**src/hw/spu_pkg.sv**
```systemverilog
// ~~~~~~~~~~~~~~~~~~~~
// Shared definitions for the dual-issue decode stage:
// widths, instruction and field types, opcode and pipe enums,
// decoded and issue records, issue FSM states and idle records
// ~~~~~~~~~~~~~~~~~~~~

package spu_pkg;

    localparam int INSTR_W    = 32;
    localparam int REG_ADDR_W = 7;
    localparam int IMM10_W    = 10;
    localparam int IMM18_W    = 18;

    // Bit 0 is the most significant bit, as in the ISA manual
    typedef logic [0:INSTR_W-1]    instr_t;
    typedef logic [0:REG_ADDR_W-1] reg_addr_t;
    typedef logic [0:IMM10_W-1]    imm10_t;
    typedef logic [0:IMM18_W-1]    imm18_t;

    // Cache-miss fill word from the instruction fetch
    localparam instr_t FILL_MARKER = 32'hffff_ffff;

    typedef enum logic [5:0] {
        // No-ops and fill marker
        OP_NOP,
        OP_LNOP,
        OP_CMISS,
        // RRR
        OP_MPYA,
        OP_FMA,
        OP_FMS,
        // RI18
        OP_ILA,
        // RI10 arithmetic
        OP_AHI,
        OP_AI,
        OP_SFHI,
        OP_SFI,
        OP_MPYI,
        // RI10 logical
        OP_ANDI,
        OP_ANDHI,
        OP_ANDBI,
        OP_ORI,
        OP_ORHI,
        OP_ORBI,
        OP_XORI,
        OP_XORHI,
        OP_XORBI,
        // RI10 compare
        OP_CEQI,
        OP_CEQHI,
        OP_CGTI,
        OP_CGTHI,
        // RI10 quadword load/store, odd pipe
        OP_LQD,
        OP_STQD
    } opcode_e;

    typedef enum logic {
        PIPE_EVEN = 1'b0,
        PIPE_ODD  = 1'b1
    } pipe_e;

    // What one pipe receives
    typedef struct packed {
        opcode_e   opcode;
        reg_addr_t rt;
        reg_addr_t ra;
        reg_addr_t rb;
        reg_addr_t rc;
        imm10_t    imm10;
        imm18_t    imm18;
    } issue_t;

    // One decoded slot
    typedef struct packed {
        issue_t issue;
        pipe_e  pipe;
        logic   rt_valid;
    } decoded_t;

    typedef enum logic {
        ISSUE_PAIR   = 1'b0,
        ISSUE_SECOND = 1'b1
    } issue_state_e;

    localparam issue_t EVEN_IDLE = '{
        opcode: OP_NOP,
        rt:     '0,
        ra:     '0,
        rb:     '0,
        rc:     '0,
        imm10:  '0,
        imm18:  '0
    };

    localparam issue_t ODD_IDLE = '{
        opcode: OP_LNOP,
        rt:     '0,
        ra:     '0,
        rb:     '0,
        rc:     '0,
        imm10:  '0,
        imm18:  '0
    };

endpackage

```
**src/hw/dual_issue.sv**
```systemverilog
// ~~~~~~~~~~~~~~~~~~~~
// Dual-issue steering
// Pipe and target hazard check, split-pair FSM and the
// even/odd issue registers
// ~~~~~~~~~~~~~~~~~~~~

`timescale 1ns/1ps

module dual_issue (
    input  logic              clk,
    input  logic              rst,
    input  spu_pkg::decoded_t slot1_dec,
    input  spu_pkg::decoded_t slot2_dec,
    output logic              stall,
    output spu_pkg::issue_t   even_issue,
    output spu_pkg::issue_t   odd_issue
);
    import spu_pkg::*;

    issue_state_e state;
    logic         pipe_clash;
    logic         rt_clash;
    decoded_t     single;
    issue_t       even_next;
    issue_t       odd_next;

    assign pipe_clash = (slot1_dec.pipe == slot2_dec.pipe);
    assign rt_clash   = slot1_dec.rt_valid && slot2_dec.rt_valid &&
                        (slot1_dec.issue.rt == slot2_dec.issue.rt);

    // Second half of a split pair never stalls again
    assign stall = (state == ISSUE_PAIR) && (pipe_clash || rt_clash);

    // Record that goes out alone on a split
    assign single = (state == ISSUE_SECOND) ? slot2_dec : slot1_dec;

    always_comb
    begin
        if (stall || state == ISSUE_SECOND)
        begin
            even_next = (single.pipe == PIPE_EVEN) ? single.issue : EVEN_IDLE;
            odd_next  = (single.pipe == PIPE_ODD) ? single.issue : ODD_IDLE;
        end
        else if (slot1_dec.pipe == PIPE_EVEN)
        begin
            even_next = slot1_dec.issue;
            odd_next  = slot2_dec.issue;
        end
        else
        begin
            // Pipes differ here, so slot 2 is the even one
            even_next = slot2_dec.issue;
            odd_next  = slot1_dec.issue;
        end
    end

    always_ff @(posedge clk)
    begin
        if (rst)
        begin
            state      <= ISSUE_PAIR;
            even_issue <= EVEN_IDLE;
            odd_issue  <= ODD_IDLE;
        end
        else
        begin
            even_issue <= even_next;
            odd_issue  <= odd_next;
            if (stall)
            begin
                state <= ISSUE_SECOND;
            end
            else
            begin
                state <= ISSUE_PAIR;
            end
        end
    end

endmodule

```
**src/hw/instr_decoder.sv**
```systemverilog
// ~~~~~~~~~~~~~~~~~~~~
// Instruction decoder for one issue slot
// Matches RRR, RI18 and RI10 formats, the fill marker and
// unknown words into a decoded record with target pipe
// ~~~~~~~~~~~~~~~~~~~~

`timescale 1ns/1ps

module instr_decoder #(
    parameter bit is_first_slot = 1'b1
) (
    input  spu_pkg::instr_t   instr,
    output spu_pkg::decoded_t dec
);
    import spu_pkg::*;

    logic [0:3] major4;
    logic [0:6] major7;
    logic [0:7] major8;

    logic       rrr_hit;
    opcode_e    rrr_op;
    logic       ri10_hit;
    opcode_e    ri10_op;

    assign major4 = instr[0:3];
    assign major7 = instr[0:6];
    assign major8 = instr[0:7];

    // Format tables
    always_comb
    begin
        rrr_hit = 1'b1;
        rrr_op  = OP_NOP;
        case (major4)
            4'b1100: rrr_op = OP_MPYA;
            4'b1110: rrr_op = OP_FMA;
            4'b1111: rrr_op = OP_FMS;
            default: rrr_hit = 1'b0;
        endcase

        ri10_hit = 1'b1;
        ri10_op  = OP_NOP;
        case (major8)
            8'b00011101: ri10_op = OP_AHI;
            8'b00011100: ri10_op = OP_AI;
            8'b00001101: ri10_op = OP_SFHI;
            8'b00001100: ri10_op = OP_SFI;
            8'b01110100: ri10_op = OP_MPYI;
            8'b00010100: ri10_op = OP_ANDI;
            8'b00010101: ri10_op = OP_ANDHI;
            8'b00010110: ri10_op = OP_ANDBI;
            8'b00000100: ri10_op = OP_ORI;
            8'b00000101: ri10_op = OP_ORHI;
            8'b00000110: ri10_op = OP_ORBI;
            8'b01000100: ri10_op = OP_XORI;
            8'b01000101: ri10_op = OP_XORHI;
            8'b01000110: ri10_op = OP_XORBI;
            8'b01111100: ri10_op = OP_CEQI;
            8'b01111110: ri10_op = OP_CEQHI;
            8'b01001100: ri10_op = OP_CGTI;
            8'b01001101: ri10_op = OP_CGTHI;
            8'b00110100: ri10_op = OP_LQD;
            8'b00100100: ri10_op = OP_STQD;
            default:     ri10_hit = 1'b0;
        endcase
    end

    always_comb
    begin
        // Slot's own no-op unless a format matches
        dec.issue    = is_first_slot ? EVEN_IDLE : ODD_IDLE;
        dec.pipe     = is_first_slot ? PIPE_EVEN : PIPE_ODD;
        dec.rt_valid = 1'b0;

        // All ones would also hit the RRR table, so test it first
        if (instr == FILL_MARKER)
        begin
            if (is_first_slot)
            begin
                dec.issue.opcode = OP_CMISS;
                dec.pipe         = PIPE_ODD;
            end
            else
            begin
                dec.issue = EVEN_IDLE;
                dec.pipe  = PIPE_EVEN;
            end
        end
        else if (rrr_hit)
        begin
            dec.issue.opcode = rrr_op;
            dec.issue.rt     = instr[4:10];
            dec.issue.ra     = instr[11:17];
            dec.issue.rb     = instr[18:24];
            dec.issue.rc     = instr[25:31];
            dec.pipe         = PIPE_EVEN;
            dec.rt_valid     = 1'b1;
        end
        else if (major7 == 7'b0100001)
        begin
            dec.issue.opcode = OP_ILA;
            dec.issue.imm18  = instr[7:24];
            dec.issue.rt     = instr[25:31];
            dec.pipe         = PIPE_EVEN;
            dec.rt_valid     = 1'b1;
        end
        else if (ri10_hit)
        begin
            dec.issue.opcode = ri10_op;
            dec.issue.imm10  = instr[8:17];
            dec.issue.ra     = instr[18:24];
            dec.issue.rt     = instr[25:31];
            dec.pipe         = (ri10_op == OP_LQD || ri10_op == OP_STQD) ? PIPE_ODD : PIPE_EVEN;
            dec.rt_valid     = 1'b1;
            // Store reads its rt field as data source, no write back
            if (ri10_op == OP_STQD)
            begin
                dec.issue.rc = instr[25:31];
                dec.rt_valid = 1'b0;
            end
        end
    end

endmodule

```
**src/hw/spu_decode_top.sv**
```systemverilog
// ~~~~~~~~~~~~~~~~~~~~
// Decode stage top level
// Two slot decoders feeding the dual-issue unit
// ~~~~~~~~~~~~~~~~~~~~

`timescale 1ns/1ps

module spu_decode_top (
    input  logic            clk,
    input  logic            rst,
    input  spu_pkg::instr_t eins1,
    input  spu_pkg::instr_t eins2,
    output logic            stall,
    output spu_pkg::issue_t even_issue,
    output spu_pkg::issue_t odd_issue
);
    import spu_pkg::*;

    decoded_t slot1_dec;
    decoded_t slot2_dec;

    instr_decoder #(
        .is_first_slot(1'b1)
    ) u_dec1 (
        .instr(eins1),
        .dec  (slot1_dec)
    );

    instr_decoder #(
        .is_first_slot(1'b0)
    ) u_dec2 (
        .instr(eins2),
        .dec  (slot2_dec)
    );

    dual_issue u_issue (
        .clk       (clk),
        .rst       (rst),
        .slot1_dec (slot1_dec),
        .slot2_dec (slot2_dec),
        .stall     (stall),
        .even_issue(even_issue),
        .odd_issue (odd_issue)
    );

endmodule

```
**config.mk**
```make
export PLATFORM = sky130hd
export DESIGN_NAME = spu_decode_top
export DESIGN_NICKNAME = d
export VERILOG_FILES = /design/src/hw/spu_pkg.sv /design/src/hw/dual_issue.sv /design/src/hw/instr_decoder.sv /design/src/hw/spu_decode_top.sv
export SDC_FILE = /design/constraint.sdc
export NUM_CORES = 1
export LEC_CHECK = 0
export BUFFER_PORTS_ARGS = -buffer_cell sky130_fd_sc_hd__buf_2
export CORE_ASPECT_RATIO = 2
export CORE_MARGIN = 8
export CORE_UTILIZATION = 50
export CTS_CLUSTER_DIAMETER = 30
export CTS_CLUSTER_SIZE = 8
export DETAILED_ROUTE_END_ITERATION = 12
export PLACE_DENSITY = 0.77
export RECOVER_POWER = 50
export SLEW_MARGIN = 20
export SYNTH_ARGS = -nofsm -noshare
export SYNTH_HDL_FRONTEND = slang
export SYNTH_SLANG_ARGS = --single-unit
```
**constraint.sdc**
```tcl
create_clock -name clk -period 8.05 [get_ports clk]
set_input_delay 0.4025 -clock clk [delete_from_list [all_inputs] [get_ports clk]]
set_output_delay 0.4025 -clock clk [all_outputs]
set_load 0.02 [all_outputs]
```
==> impl_results.md <==
- Outcome: finished, final reports clean
- Max stage delay cell, worst path: o21bai_4
- Fin crit share: 58.9%
- Mapped Cells: 866
- Placer Congestion: 0.974
- Ys flop type: dfxtp_1
- Xor and xnor area share after synthesis: 0.974%
- Critical path's largest stage delay: 0.81 ns
- Largest net degree at the start of global routing: 96
- Main combinational cell family by area after synthesis: compound AO/OA/AOI/OAI gates
- WP data required: 8.37 ns
- Final HPWL DP: 18600 µm
- Number of vias in the routed layout: 7972
- Fin. Hold Viols: 0
- Cell area power density: 199 nW/µm²
- Final core utilization: 60.5%
- Post-synthesis sequential area ratio: 34.2%
- Clk root buf: clkbuf_16
- Cts bufs inserted: 17
- VDD IR max: 0.159 mV
- Mapped Avg Cell Area: 8.31 µm²
- Syn Std Cell Area: 7200 µm²
- CTS Hold Bufs: 0
- Fin crit period: 4.74 ns
- GRT Overall Usage: 28.0%
- Area grow syn2layout: 19.4%
- Min-Delay Path Class: input pin to register
- Slew @ Worst Pin: 1.17 ns
- DR WL/cell: 21.8 µm
- Clock tree buffer depth: 2
- Die area: 18700 µm²
- Async set-reset flop share out of synthesis: 0%
- Initial antenna violation count: 0
- Worst relative slew slack: 22.1%
- Max-cap violations: 0
- N_diodes: 0
- Count of cell types in the netlist: 76
- Core box area: 14200 µm²
- Clock Pin Slew Worst Setup and Hold Paths: 0.06 ns
- PortBufs: 188
- Setup_tns: 0 ns
- Clock skew: 0.00771 ns
- Remaining Overflow, GRT: 0
- Leakage: 3.06 nW
- Overall power: 1.71 mW
- CP bufs+invs: 2
- Iteration count of the initial detailed-routing pass: 6
- Via-per-instance ratio: 6.52
- Vias in the first global route: 7615
- Resized cells post-CTS: 0
- Complex-gate fraction of the synthesized area: 31.6%
- # rows: 62
- Critical path class: input pin to register
- Post-route DRC violation count: 0
- Ratio of cells with drive above 1 in the final layout: 15.6%
- First-pass GRT wire length: 41200 µm
- Clk sinks: 123
- Post-Synth Simple-Gate Area: 24.4%
- DR iter-0 viols: 771
- Worst Setup Start Kind: input pin
- Io pins: 191
- Die Wd: 101 µm
- Die height: 186 µm
- Dpl cell area: 8160 µm²
- Family with the most delay on the worst path: compound AO/OA/AOI/OAI gates
- Adder-Cell Fraction of Synth Area: 0%
- Final slew viol count: 0
- Design Area, Final: 8590 µm²
- Final WL: 26700 µm
- Mux contribution to synthesized area: 3.27%
- CP Cell Sequence: buf_2, nor2_1, nand3b_1, a311oi_1, nor3b_1, a21o_1, o41a_1, a2111o_1, o21bai_4, buf_4, a221oi_1, a211oi_1
- Worst skew pair latency: 0.42 ns
- Fmax: 211 MHz
- # Post-CTS Setup Buffers: 0
- RSZ-0062 raised after global routing: no
- Final Setup Violations: 0
- Synth Warn #: 0
- Worst Path Arrival: 5.06 ns
- Initial core utilization: 50.7%
- CTS tree: built
- Final net count: 1083
- FF+latch count, synth: 123
- Post-synth EDFFs: 0
- H-tree depth: 4
- Post-route ant nets: 0
- CP Capture Type: register
- Peak fanout along the critical path: 59
==> final timing paths <==
| kind | from | end | slack (ns) | cells after the start |
|---|---|---|---|---|
| max | eins2[24] | u_issue.even_issue[41]$_SDFF_PP0_ | 3.31 | 12 |
| min | eins2[11] | u_issue.even_issue[4]$_SDFF_PP0_ | 0.28 | 2 |
| max reg2reg | u_issue.state$_SDFF_PP0_ | u_issue.even_issue[41]$_SDFF_PP0_ | 5.10 | 6 |
| min reg2reg | u_issue.state$_SDFF_PP0_ | u_issue.odd_issue[49]$_SDFF_PP0_ | 0.92 | 2 |
==> registers in the layout, summed over array words and instances (netlist names) <==
signal	cells
u_issue.even_issue	61
u_issue.state	1
u_issue.odd_issue	61
==> metrics by stage <==
stage / cells / setup WS (ns) / hold slack [ns]
finish: 1222 / 3.31 / 0.282
global route: 1222 / 2.99 / 0.281
CTS: 1222 / 3.42 / 0.271
detailed placement: 1190 / 3.02 / 0.700
global placement: 1190 / 3.12 / 0.690
floorplan: 893 / 4.63 / 0.528
==> synthesized netlist by cell type, drive strengths merged, types with 4 or more instances <==
cell type	instances	area share (%)
buf	36	2.6
mux2i	19	2.6
a21oi	25	1.7
nor4	10	0.96
a32oi	12	1.5
nor3	22	1.5
a22oi	66	6.9
or2	15	1.3
nand4	12	1.0
and2	13	1.1
nor2	69	3.6
and3	5	0.43
dfxtp	123	34
nand3	42	2.9
nand2	43	2.2
clkbuf	53	2.8
a211oi	8	0.83
o211ai	6	0.63
a22o	39	4.7
mux2	4	0.63
nand4b	5	0.61
nand2b	20	1.7
a31oi	14	1.2
a221oi	7	0.85
or3	33	2.9
nor2b	13	1.1
nor4b	4	0.66
xnor2	6	0.73
o31ai	61	7.1
o21ai	24	1.8
==> cell usage in the layout, fill, tap and decap left out, types with 4 or more instances in the layout <==
| master | count |
|---|---|
| dfxtp_1 | 123 |
| clkbuf_1 | 110 |
| buf_2 | 78 |
| a22oi_1 | 66 |
| nor2_1 | 64 |
| o31ai_1 | 51 |
| nand2_1 | 43 |
| nand3_1 | 42 |
| a22o_1 | 39 |
| or3_1 | 33 |
| conb_1 | 28 |
| a21oi_1 | 25 |
| nor3_1 | 22 |
| nand2b_1 | 20 |
| mux2i_1 | 19 |
| o21ai_0 | 19 |
| clkbuf_16 | 17 |
| a31oi_1 | 14 |
| nor2b_1 | 13 |
| or2_2 | 13 |
| nand4_1 | 12 |
| a32oi_1 | 12 |
| o31ai_2 | 10 |
| and2_1 | 9 |
| nor4_1 | 9 |
| a211oi_1 | 8 |
| a221oi_1 | 7 |
| xnor2_1 | 6 |
| o211ai_1 | 6 |
| buf_4 | 6 |
| and3_1 | 5 |
| nand4b_1 | 5 |
| nor2_2 | 5 |
| and2_0 | 4 |
| o21ai_2 | 4 |
| mux2_2 | 4 |
| inv_6 | 4 |
==> cells by family (layout without fill, tap and decap cells) <==
kind of cell              count (synthesis)  after routing
DFF                                     123            123
xor gates and xnor gates                  8              8
muxes                                    23             23
other                                     1             28
buffers and inverters                    92            229
AOI/OAI and AO/OA                       295            295
and+or+nand+nor                         324            324
==> worst register-to-register path: stages (launching register included) <==
cell	delay, ns
dfxtp_1	0.80
buf_4	0.39
nand2b_1	0.14
o21bai_4	0.43
buf_4	0.65
a221oi_1	0.13
a211oi_1	0.31
==> where the power goes <==
part,switching [mW],internal (mW),total [mW]
sequential,0.00889,0.634,0.643
combinational,0.229,0.0922,0.321
clock,0.310,0.439,0.749
==> area by class of cell <==
| cell class | count | area, µm² |
|---|---|---|
| clock buffer | 18 | 439 |
| timing repair buffer | 194 | 848 |
| fill | 1361 | 5600 |
| tap | 192 | 240 |
| inverter | 3 | 11.3 |
| sequential | 123 | 2460 |
| clock inverter | 14 | 135 |
| multi-input combinational | 678 | 4460 |
==> per-layer routing <==
metal	GRT usage [%]	vias to the layer above	share of wire, %
met4	14.4	0	3.7
met2	44.6	564	47
met3	6.14	77	11
met1	34.4	3721	39
met5	0	-	0
li1	-	3610	-
Note: power is estimated with default switching activity, not from simulation.
